**src/cheat_config.svh**
```systemverilog
//////////////////////////////////////////////////
// Cheat engine configuration
// Slot count, code field widths and the widths
// of the download port and both CPU buses
//////////////////////////////////////////////////

`ifndef CHEAT_CONFIG_SVH
`define CHEAT_CONFIG_SVH

// Code table
`define CHEAT_SLOTS       8
`define CHEAT_FIELD_W     32
`define FLAG_COMPARE_BIT  0

// Download port, 16-bit words at byte offsets 0..14
`define DL_WORD_W         16
`define DL_OFFS_W         4

// CPU buses
`define M68K_ADDR_W       24
`define M68K_DATA_W       16
`define Z80_ADDR_W        16
`define Z80_DATA_W        8

`endif

```
**src/cheat_pkg.sv**
```systemverilog
//////////////////////////////////////////////////
// Cheat engine types
// Code record as loaded from the download port,
// slot index and the data types of both buses
//////////////////////////////////////////////////

`include "cheat_config.svh"

package cheat_pkg;

	// One code, flags in the top field
	// {flags, address, compare, replace}
	//  127:96 95:64    63:32    31:0
	typedef struct packed {
		logic [`CHEAT_FIELD_W-1:0] flags;
		logic [`CHEAT_FIELD_W-1:0] addr;
		logic [`CHEAT_FIELD_W-1:0] compare;
		logic [`CHEAT_FIELD_W-1:0] replace;
	} cheat_code_t;

	// Slot number inside the code table
	typedef logic [$clog2(`CHEAT_SLOTS)-1:0] slot_idx_t;

	// 68000 data bus
	typedef logic [`M68K_DATA_W-1:0] m68k_data_t;

	// Z80 data bus
	typedef logic [`Z80_DATA_W-1:0] z80_data_t;

endpackage

```
**src/cheat_engine_top.sv**
```systemverilog
//////////////////////////////////////////////////
// Cheat engine top level
// Download loader feeds the code table, which
// drives one patcher per CPU bus. Cartridge
// type picks the live patcher
//////////////////////////////////////////////////

`include "cheat_config.svh"

module cheat_engine_top (
	input  logic                   clk_sys,
	input  logic                   sys_reset,
	input  logic                   dl_active_i,
	input  logic                   dl_wr_i,
	input  logic [`DL_OFFS_W-1:0]  dl_offs_i,
	input  logic [`DL_WORD_W-1:0]  dl_data_i,
	input  logic                   cheats_en_i,
	input  logic                   sms_mode_i,
	input  logic [`M68K_ADDR_W-1:0] m68k_addr_i,
	input  cheat_pkg::m68k_data_t  m68k_data_i,
	output cheat_pkg::m68k_data_t  m68k_data_o,
	input  logic [`Z80_ADDR_W-1:0] z80_addr_i,
	input  cheat_pkg::z80_data_t   z80_data_i,
	output cheat_pkg::z80_data_t   z80_data_o,
	output logic                   codes_available_o
);

	cheat_pkg::cheat_code_t  new_code;
	logic                    new_code_stb;
	logic                    table_clear;
	cheat_pkg::cheat_code_t  codes [`CHEAT_SLOTS];
	logic [`CHEAT_SLOTS-1:0] slot_valid;

	// Genesis carts patch the 68000, SMS carts the Z80
	logic en_68k;
	logic en_z80;

	assign en_68k            = cheats_en_i & ~sms_mode_i;
	assign en_z80            = cheats_en_i & sms_mode_i;
	assign codes_available_o = |slot_valid;

	cheat_loader u_loader (
		.clk_sys     (clk_sys),
		.sys_reset   (sys_reset),
		.dl_active_i (dl_active_i),
		.dl_wr_i     (dl_wr_i),
		.dl_offs_i   (dl_offs_i),
		.dl_data_i   (dl_data_i),
		.code_o      (new_code),
		.code_stb_o  (new_code_stb),
		.clear_o     (table_clear)
	);

	cheat_table u_table (
		.clk_sys      (clk_sys),
		.sys_reset    (sys_reset),
		.code_i       (new_code),
		.code_stb_i   (new_code_stb),
		.clear_i      (table_clear),
		.codes_o      (codes),
		.slot_valid_o (slot_valid)
	);

	cheat_patcher #(.ADDR_W(`M68K_ADDR_W), .data_t(cheat_pkg::m68k_data_t)) u_patch_68k (
		.clk_sys (clk_sys), .sys_reset (sys_reset), .enable_i (en_68k),
		.addr_i (m68k_addr_i), .data_i (m68k_data_i),
		.codes_i (codes), .slot_valid_i (slot_valid), .data_o (m68k_data_o)
	);

	cheat_patcher #(.ADDR_W(`Z80_ADDR_W), .data_t(cheat_pkg::z80_data_t)) u_patch_z80 (
		.clk_sys (clk_sys), .sys_reset (sys_reset), .enable_i (en_z80),
		.addr_i (z80_addr_i), .data_i (z80_data_i),
		.codes_i (codes), .slot_valid_i (slot_valid), .data_o (z80_data_o)
	);

endmodule

```
**src/cheat_loader.sv**
```systemverilog
//////////////////////////////////////////////////
// Cheat code loader
// Collects eight 16-bit download words into one
// code and strobes it out on the last word.
// Also requests a table clear at the start of a
// download session
//////////////////////////////////////////////////

`include "cheat_config.svh"

module cheat_loader (
	input  logic                   clk_sys,
	input  logic                   sys_reset,
	input  logic                   dl_active_i,
	input  logic                   dl_wr_i,
	input  logic [`DL_OFFS_W-1:0]  dl_offs_i,
	input  logic [`DL_WORD_W-1:0]  dl_data_i,
	output cheat_pkg::cheat_code_t code_o,
	output logic                   code_stb_o,
	output logic                   clear_o
);

	logic dl_wr;
	logic first_wr;

	// Writes only count inside a download
	assign dl_wr = dl_active_i & dl_wr_i;

	//////////////////////////////////////////////////
	// Control strobes
	//////////////////////////////////////////////////

	always_ff @(posedge clk_sys) begin
		if (sys_reset) begin
			code_stb_o <= 1'b0;
			clear_o    <= 1'b0;
			first_wr   <= 1'b1;
		end else begin
			// Last word completes the code
			code_stb_o <= dl_wr && (dl_offs_i == `DL_OFFS_W'(14));
			// Offset 0 of the first code empties the table
			clear_o    <= dl_wr && first_wr && (dl_offs_i == '0);
			if (!dl_active_i)
				first_wr <= 1'b1;
			else if (dl_wr)
				first_wr <= 1'b0;
		end
	end

	//////////////////////////////////////////////////
	// Word assembly, low half of each field first
	//////////////////////////////////////////////////

	always_ff @(posedge clk_sys) begin
		if (dl_wr) begin
			case (dl_offs_i)
				`DL_OFFS_W'(0):  code_o.flags[`DL_WORD_W-1:0]                 <= dl_data_i;
				`DL_OFFS_W'(2):  code_o.flags[`CHEAT_FIELD_W-1:`DL_WORD_W]    <= dl_data_i;
				`DL_OFFS_W'(4):  code_o.addr[`DL_WORD_W-1:0]                  <= dl_data_i;
				`DL_OFFS_W'(6):  code_o.addr[`CHEAT_FIELD_W-1:`DL_WORD_W]     <= dl_data_i;
				`DL_OFFS_W'(8):  code_o.compare[`DL_WORD_W-1:0]               <= dl_data_i;
				`DL_OFFS_W'(10): code_o.compare[`CHEAT_FIELD_W-1:`DL_WORD_W]  <= dl_data_i;
				`DL_OFFS_W'(12): code_o.replace[`DL_WORD_W-1:0]               <= dl_data_i;
				`DL_OFFS_W'(14): code_o.replace[`CHEAT_FIELD_W-1:`DL_WORD_W]  <= dl_data_i;
				// Odd offsets carry nothing
				default: ;
			endcase
		end
	end

endmodule

```
**src/cheat_patcher.sv**
```systemverilog
//////////////////////////////////////////////////
// Cheat bus patcher
// Matches the CPU read address against every
// valid code and substitutes the replace value.
// Lowest matching slot wins, result is registered
//////////////////////////////////////////////////

`include "cheat_config.svh"

module cheat_patcher #(
	parameter int  ADDR_W = 24,
	parameter type data_t = logic [15:0]
) (
	input  logic                    clk_sys,
	input  logic                    sys_reset,
	input  logic                    enable_i,
	input  logic [ADDR_W-1:0]       addr_i,
	input  data_t                   data_i,
	input  cheat_pkg::cheat_code_t  codes_i [`CHEAT_SLOTS],
	input  logic [`CHEAT_SLOTS-1:0] slot_valid_i,
	output data_t                   data_o
);

	localparam int DATA_W = $bits(data_t);

	logic [`CHEAT_SLOTS-1:0] slot_hit;
	data_t                   patch_data;

	//////////////////////////////////////////////////
	// Per-slot match
	//////////////////////////////////////////////////

	always_comb begin
		for (int i = 0; i < `CHEAT_SLOTS; i++) begin
			slot_hit[i] = slot_valid_i[i] &&
				(codes_i[i].addr[ADDR_W-1:0] == addr_i);
			// Compare flag also requires the old bus value
			if (codes_i[i].flags[`FLAG_COMPARE_BIT] &&
				(codes_i[i].compare[DATA_W-1:0] != data_i))
				slot_hit[i] = 1'b0;
		end
	end

	// Walk down so the lowest slot is applied last
	always_comb begin
		patch_data = data_i;
		for (int i = `CHEAT_SLOTS - 1; i >= 0; i--) begin
			if (slot_hit[i])
				patch_data = data_t'(codes_i[i].replace[DATA_W-1:0]);
		end
	end

	//////////////////////////////////////////////////
	// Output stage
	//////////////////////////////////////////////////

	always_ff @(posedge clk_sys) begin
		if (sys_reset)
			data_o <= '0;
		else if (enable_i)
			data_o <= patch_data;
		else
			data_o <= data_i;
	end

endmodule

```
**src/cheat_table.sv**
```systemverilog
//////////////////////////////////////////////////
// Cheat code table
// Fills slots in load order, keeps a valid mask
// and drops new codes once every slot is taken
//////////////////////////////////////////////////

`include "cheat_config.svh"

module cheat_table (
	input  logic                    clk_sys,
	input  logic                    sys_reset,
	input  cheat_pkg::cheat_code_t  code_i,
	input  logic                    code_stb_i,
	input  logic                    clear_i,
	output cheat_pkg::cheat_code_t  codes_o [`CHEAT_SLOTS],
	output logic [`CHEAT_SLOTS-1:0] slot_valid_o
);

	cheat_pkg::slot_idx_t fill_cnt;
	logic                 full;
	logic                 store;

	// Strobe lands only while a slot is free
	assign store = code_stb_i & ~full & ~clear_i;

	//////////////////////////////////////////////////
	// Fill state and valid mask
	//////////////////////////////////////////////////

	always_ff @(posedge clk_sys) begin
		if (sys_reset || clear_i) begin
			fill_cnt     <= '0;
			full         <= 1'b0;
			slot_valid_o <= '0;
		end else if (store) begin
			slot_valid_o[fill_cnt] <= 1'b1;
			fill_cnt               <= fill_cnt + 1'b1;
			// Counter wraps on the last slot, flag holds it
			if (fill_cnt == cheat_pkg::slot_idx_t'(`CHEAT_SLOTS - 1))
				full <= 1'b1;
		end
	end

	//////////////////////////////////////////////////
	// Code storage
	//////////////////////////////////////////////////

	always_ff @(posedge clk_sys) begin
		if (store)
			codes_o[fill_cnt] <= code_i;
	end

endmodule

```
**config.mk**
```make
export PLATFORM = sky130hd
export DESIGN_NAME = cheat_engine_top
export DESIGN_NICKNAME = d
export VERILOG_FILES = /design/src/cheat_pkg.sv /design/src/cheat_engine_top.sv /design/src/cheat_loader.sv /design/src/cheat_patcher.sv /design/src/cheat_table.sv
export VERILOG_INCLUDE_DIRS = /design/src /design/src/src
export SDC_FILE = /design/constraint.sdc
export NUM_CORES = 1
export LEC_CHECK = 0
export BUFFER_PORTS_ARGS = -buffer_cell sky130_fd_sc_hd__buf_4
export CORE_UTILIZATION = 55
export CTS_BUF_LIST = sky130_fd_sc_hd__clkbuf_8
export DETAILED_ROUTE_END_ITERATION = 12
export GPL_TIMING_DRIVEN = 0
export PLACE_DENSITY = 0.7
export SYNTH_ARGS = -nofsm -noshare
export SYNTH_HDL_FRONTEND = slang
export SYNTH_HIERARCHICAL = 1
export SYNTH_SLANG_ARGS = --single-unit
```
**constraint.sdc**
```tcl
create_clock -name clk_sys -period 27.7 [get_ports clk_sys]
set_input_delay 5.54 -clock clk_sys [delete_from_list [all_inputs] [get_ports clk_sys]]
set_output_delay 5.54 -clock clk_sys [all_outputs]
set_load 0.02 [all_outputs]
```
==> results of run 1 <==
-- final cells by class --
class | count | share of cell area, %
Clock inverter | 68 | 1.56
Buffer | 111 | 2.29
Clock buffer | 94 | 4.34
Inverter | 83 | 1.04
Timing Repair Buffer | 74 | 2.65
Sequential cell | 552 | 54.2
Tap cell | 615 | 2.58
Antenna cell | 1 | 0.00839
Multi-Input combinational cell | 1203 | 31.3
-- power groups by stage --
stage	registers (uW)	logic, uW	clock network [uW]
6_report	909	126	704
5_1_grt	909	129	745
4_1_cts	909	122	712
3_5_place_dp	927	122	0
3_3_place_gp	927	121	0
2_1_floorplan	928	72.2	0
-- worst min-delay path: stages (launching register included) --
cell	delay [ps]
dfxtp_1	310
nand2b_1	80
nor4_2	40
-- layout by cell type (no fill, tap or decap), types with 8 or more instances in the layout --
| cell type | n |
|---|---|
| a211o_1 | 27 |
| o211ai_1 | 34 |
| nor2_1 | 39 |
| clkinv_1 | 16 |
| edfxtp_1 | 513 |
| clkbuf_8 | 94 |
| xor2_1 | 153 |
| buf_2 | 48 |
| a311oi_1 | 24 |
| buf_6 | 23 |
| o2111ai_1 | 39 |
| nor4_1 | 53 |
| a21oi_1 | 33 |
| o21ai_1 | 9 |
| nand2_1 | 48 |
| clkinv_2 | 9 |
| clkbuf_1 | 25 |
| o21ai_2 | 10 |
| nand2b_1 | 19 |
| buf_12 | 8 |
| nand3_1 | 25 |
| xnor2_2 | 12 |
| o21a_1 | 8 |
| inv_1 | 113 |
| buf_4 | 69 |
| xnor2_1 | 347 |
| nor3_1 | 32 |
| or3_1 | 8 |
| o31ai_1 | 9 |
| a211oi_1 | 16 |
| dfxtp_1 | 39 |
| a21o_1 | 8 |
| nand4_1 | 150 |
| o2bb2ai_1 | 8 |
-- per-layer routing --
| layer | wire, um | part of all wire (%) |
|---|---|---|
| met5 | 0 | 0 |
| met4 | 2820 | 3.1 |
| met3 | 11200 | 12 |
| met2 | 39700 | 44 |
| met1 | 37100 | 41 |
-- worst max path at each step --
stage	cells past startpoint	slack (ps)	to
3_5_place_dp	10	18360	u_patch_68k/data_o[5]
6_report	10	18870	u_patch_68k/data_o[5]
5_1_grt	10	18960	u_patch_68k/data_o[5]
3_3_place_gp	10	18360	u_patch_68k/data_o[5]
4_1_cts	10	19070	u_patch_68k/data_o[5]
2_1_floorplan	9	20200	u_patch_68k/data_o[10]
-- per-stage QoR --
step / utilization [%] / power [uW] / hold slack (ps) / cells / setup WS [ps]
2_1_floorplan: - / 1000 / 444 / 1949 / 20200
3_3_place_gp: 58.1 / 1050 / 456 / 2614 / 18360
3_5_place_dp: 59.1 / 1050 / 460 / 2638 / 18360
4_1_cts: 62.8 / 1740 / 468 / 2800 / 19070
5_1_grt: 62.8 / 1780 / 487 / 2801 / 18960
6_report: 62.8 / 1740 / 471 / 2801 / 18870
-- flip-flops by register name, indices dropped and copies added (netlist names) --
register / flops
u_table/codes_o: 456
u_loader/code_o: 57
u_patch_68k/data_o: 16
u_patch_z80/data_o: 8
u_table/slot_valid_o: 8
u_table/fill_cnt: 3
u_loader/clear_o: 1
u_loader/code_stb_o: 1
u_loader/first_wr: 1
u_table/full: 1
==> flow_metrics.env, run 1 <==
export IMPL_power_density_nw_per_um2=58.3
export IMPL_insertion_delay_ps=710
export IMPL_fillCellCount=3677
export IMPL_synthCells=1949
export IMPL_core_rowCount=80
export IMPL_clockPowerShare_pct=40.5
export IMPL_firstDrtPassIters=6
export IMPL_critPathTopFamily="compound AO/OA/AOI/OAI gates"
export IMPL_syn_mean_instance_area_um2=13.6
export IMPL_grtUsageMet3_pct=9.88
export IMPL_dpl_hpwl_mm=65.7
export IMPL_die_h_um=221
export IMPL_cts_buffer_depth=3
export IMPL_post_route_period_util_pct=31.9
export IMPL_r2r_slack_ps=23750
export IMPL_cts_tree="yes"
export IMPL_detail_route_antenna_nets=0
export IMPL_cpMostUsedCell="buf_2"
export IMPL_p_int_uw=1320
export IMPL_fmax_ghz=0.113
export IMPL_r2r_start="u_table/codes_o[685]"
export IMPL_outcome="finished with violations"
export IMPL_ir_worst_vdd_v=0.0000604
export IMPL_r2r_end="u_patch_68k/data_o[5]"
export IMPL_antenna_found_initial=4
export IMPL_setup_viol=0
export IMPL_post_cts_buffers=0
export IMPL_syn_to_final_growth_pct=12.8
export IMPL_syn_num_nets=2041
export IMPL_worstPathCellList="buf_2, xnor2_1, nand4_1, o41ai_1, and3_1, nand4bb_1, buf_2, buf_2, o2111ai_1, o21ai_2"
export IMPL_slowest_stage="o41ai_1"
export IMPL_numCtsBuffers=92
export IMPL_path_class="in2reg"
export IMPL_grt_pass1_wl_mm=127
export IMPL_holdPathEnd="u_loader/clear_o"
export IMPL_drc_errors=0
export IMPL_htree_levels=3
export IMPL_skew_ps=44.7
export IMPL_grt_pass1_vias=17500
export IMPL_clkTransAtPathRegs_ps=60
export IMPL_vias=18300
export IMPL_gp_congestion=0.962
export IMPL_ys_warn_count=6
export IMPL_place_area_um2=28100
export IMPL_cts_sinks=552
export IMPL_setup_total_negative_slack_ps=0
export IMPL_io_buffers=50
export IMPL_viasPerCell=6.53
export IMPL_drtIter0Drc=2606
export IMPL_worstSetupStartpointType="primary input"
export IMPL_use_met1_pct=53.7
export IMPL_layout_drive_gt1_share_pct=15.4
export IMPL_dieArea_um2=49000
export IMPL_fin_area_um2=29800
export IMPL_final_max_slew_violation_count=1
export IMPL_finalNetCount=2209
export IMPL_num_io_pins=115
export IMPL_hold_depth=2
export IMPL_cp_num_buf_inv=3
export IMPL_path_max_fanout=10
export IMPL_leakage_uw=0.00986
export IMPL_power_switching_uw=417
export IMPL_initial_core_util_pct=55.6
export IMPL_crit_path_start="m68k_data_i[13]"
export IMPL_wl_mm=90.9
export IMPL_cts_root_buf="clkbuf_8"
export IMPL_grt_busiest_layer="met2"
export IMPL_grt_max_degree=33
export IMPL_core_area_um2=47500
export IMPL_relSlewSlack_pct=-0.543
export IMPL_violations="max-capacitance violations, max-slew violations"
export IMPL_grt_overflow=0
export IMPL_rsz0062_at_grt="no"
export IMPL_switching_share_pct=24.0
export IMPL_crit_arrival_ps=9420
export IMPL_wl_per_cell_um=32.4
export IMPL_hold_viol_final=0
export IMPL_synth_cell_area_um2=26500
export IMPL_multi_input_area_um2=9340
export IMPL_hp_class="reg2reg"
export IMPL_combinationalPowerShare_pct=7.2
export IMPL_die_w_um=221
export IMPL_seq_power_share_pct=52.3
export IMPL_cap_violations=1
export IMPL_cts_resized=0
export IMPL_seqCellArea_um2=16200
export IMPL_met2_usage_pct=54.6
export IMPL_hp_start="u_loader/first_wr"
export IMPL_post_route_min_period_ps=8830
export IMPL_slowest_delay_ps=1040
export IMPL_critPathCaptureType="register"
export IMPL_reg2reg_depth=9
export IMPL_gr_usage_all_layers_pct=37.2
export IMPL_ctsHoldBuffers=0
export IMPL_worst_pin_slew_ps=1500
export IMPL_critical_path_required_ps=28290
(Power assumes the default switching activity.)
==> run 2, diff against run 1 <==
- PLACE_DENSITY: 0.7 -> 0.72
- clock period: 27.7 -> 7.7 ns (I/O delays scaled with it)
==> run 2 against run 1 <==
  * The flow finishes with violations (max-capacitance violations)
  * Sequential power grew to 3.6 times the previous value
  * Total power rose to 3.5 times the previous value
  * Clock power grew to 3.3 times the previous value
  * Register-to-register slack worse by 20000 ps
  * Cell count increased by 0.18%
  * Combinational power increased to 3.6 times the previous value
  * Non-clock buffer count rose by 1
  * Cell area shrank 0.37%
  * Hold slack improved by 43 ps
  * Clock skew fell by 20 ps
==> flow_metrics.env, run 2 (same netlist as run 1, synthesis figures left out) <==
export IMPL_grt_overflow=0
export IMPL_worstSetupStartpointType="primary input"
export IMPL_top_register="u_table/codes_o"
export IMPL_layout_common_cells="513 x edfxtp_1, 347 x xnor2_1, 153 x xor2_1"
export IMPL_seq_power_share_pct=54.3
export IMPL_cts_sinks=552
export IMPL_io_buffers=50
export IMPL_slowest_stage="o41ai_1"
export IMPL_hold_viol_final=0
export IMPL_core_rowCount=80
export IMPL_setup_viol=0
export IMPL_numCtsBuffers=90
export IMPL_r2r_end="u_patch_68k/data_o[3]"
export IMPL_fillCellCount=3613
export IMPL_skew_ps=24.9
export IMPL_cts_buffer_depth=3
export IMPL_drtIter0Drc=2595
export IMPL_critPathCaptureType="register"
export IMPL_cts_root_buf="clkbuf_8"
export IMPL_switching_share_pct=24.6
export IMPL_worst_pin_slew_ps=1460
export IMPL_wl_per_cell_um=32.1
export IMPL_cap_violations=2
export IMPL_largest_reg_flops=456
export IMPL_finalNetCount=2208
export IMPL_firstDrtPassIters=6
export IMPL_post_route_min_period_ps=5140
export IMPL_violations="max-capacitance violations"
export IMPL_critical_path_required_ps=8310
export IMPL_insertion_delay_ps=680
export IMPL_layout_drive_gt1_share_pct=14.9
export IMPL_grt_pass1_vias=17600
export IMPL_dpl_hpwl_mm=64.7
export IMPL_antenna_found_initial=1
export IMPL_htree_levels=3
export IMPL_worstPathCellList="buf_2, xnor2_1, nand4_1, o41ai_1, and3_1, nand4bb_1, buf_2, buf_2, o2111ai_1, o21ai_2"
export IMPL_power_uw=6020
export IMPL_rsz0062_at_grt="no"
export IMPL_vias=18400
export IMPL_die_h_um=221
export IMPL_grt_max_degree=31
export IMPL_fmax_ghz=0.194
export IMPL_relSlewSlack_pct=1.10
export IMPL_crit_arrival_ps=5750
export IMPL_slowest_delay_ps=1280
export IMPL_grt_pass1_wl_mm=127
export IMPL_path_class="in2reg"
export IMPL_cp_num_buf_inv=3
export IMPL_cts_resized=0
export IMPL_final_common_cell="edfxtp_1"
export IMPL_die_w_um=221
export IMPL_r2r_slack_ps=3400
export IMPL_num_io_pins=115
export IMPL_r2r_start="u_table/codes_o[680]"
export IMPL_power_switching_uw=1480
export IMPL_path_max_fanout=10
export IMPL_holdPathEnd="u_loader/clear_o"
export IMPL_leakage_uw=0.00982
export IMPL_ctsHoldBuffers=0
export IMPL_syn_to_final_growth_pct=12.4
export IMPL_clkTransAtPathRegs_ps=60
export IMPL_gr_usage_all_layers_pct=36.8
export IMPL_cts_tree="yes"
export IMPL_ir_worst_vdd_v=0.000186
export IMPL_post_route_period_util_pct=66.8
export IMPL_post_cts_buffers=0
export IMPL_detail_route_antenna_nets=0
export IMPL_setup_ws_ps=2560
export IMPL_place_ws_ps=2190
export IMPL_hold_depth=2
export IMPL_setup_total_negative_slack_ps=0
export IMPL_gp_congestion=0.970
export IMPL_hp_start="u_loader/first_wr"
export IMPL_critPathTopFamily="compound AO/OA/AOI/OAI gates"
export IMPL_drc_errors=0
export IMPL_cpMostUsedCell="buf_2"
export IMPL_power_density_nw_per_um2=202
export IMPL_final_max_slew_violation_count=0
export IMPL_p_int_uw=4540
export IMPL_initial_core_util_pct=55.6
export IMPL_outcome="finished with violations"
export IMPL_reg2reg_depth=9
export IMPL_core_area_um2=47500
export IMPL_clockPowerShare_pct=38.2
export IMPL_combinationalPowerShare_pct=7.5
export IMPL_wl_mm=90.0
export IMPL_viasPerCell=6.55
export IMPL_dieArea_um2=49000
export IMPL_hp_class="reg2reg"
run 2: changes by cell type in the layout (fill, tap and decap cells not counted), sizes merged:
cell	delta
inv	+8
bufinv	-6
diode	+5
buf	+1
clkbuf	-1
clkinv	-1
clkinvlp	-1
run 2: power groups by stage:
stage          registers (uW)  logic [uW]  clock network [uW]
2_1_floorplan            3340         260                   0
3_3_place_gp             3330         432                   0
3_5_place_dp             3330         434                   0
4_1_cts                  3270         437                2330
5_1_grt                  3270         465                2440
6_report                 3270         451                2300
run 2: layout make-up:
cell class                 instances  area (um^2)  share of cell area (%)
antenna                            6         15.0                  0.0505
buffer                           111          684                    2.30
clock buffer                      93         1280                    4.31
clock inverter                    68          309                    1.04
inverter                          83          312                    1.05
multi-input combinational       1203         9340                    31.4
sequential                       552        16200                    54.4
tap                              615          769                    2.59
timing repair buffer              75          836                    2.81
run 2: worst max path at each step:
stage               cells past startpoint                    end              from
floorplan                               2   u_table/codes_o[768]  u_loader/clear_o
global placement                        2   u_table/codes_o[815]  u_loader/clear_o
detailed placement                     10  u_patch_68k/data_o[7]    m68k_data_i[8]
CTS                                    10  u_patch_68k/data_o[2]   m68k_data_i[13]
global route                           10  u_patch_68k/data_o[5]   m68k_data_i[13]
finish                                 10  u_patch_68k/data_o[3]   m68k_data_i[13]
run 2: worst min-delay path, stage by stage (launching register included):
cell and delay, ps:
dfxtp_1 320, nand2b_1 110, nor4_2 40
run 2: through the flow:
step	util (%)	instance area (um^2)	hold slack, ps	instances
floorplan	-	26500	444	1949
global placement	58.1	27600	454	2614
detailed placement	59.2	28100	488	2639
CTS	62.5	29700	503	2800
global route	62.5	29700	524	2801
finish	62.5	29700	514	2806
run 2: metal layers:
metal	GRT usage (%)	vias up	wire [um]	part of all wire, %
met2	55.0	1394	39700	44
met5	0	-	0	0
met4	12.1	0	2910	3.2
li1	-	7670	-	-
met3	10.8	205	12000	13
met1	51.7	9121	35300	39
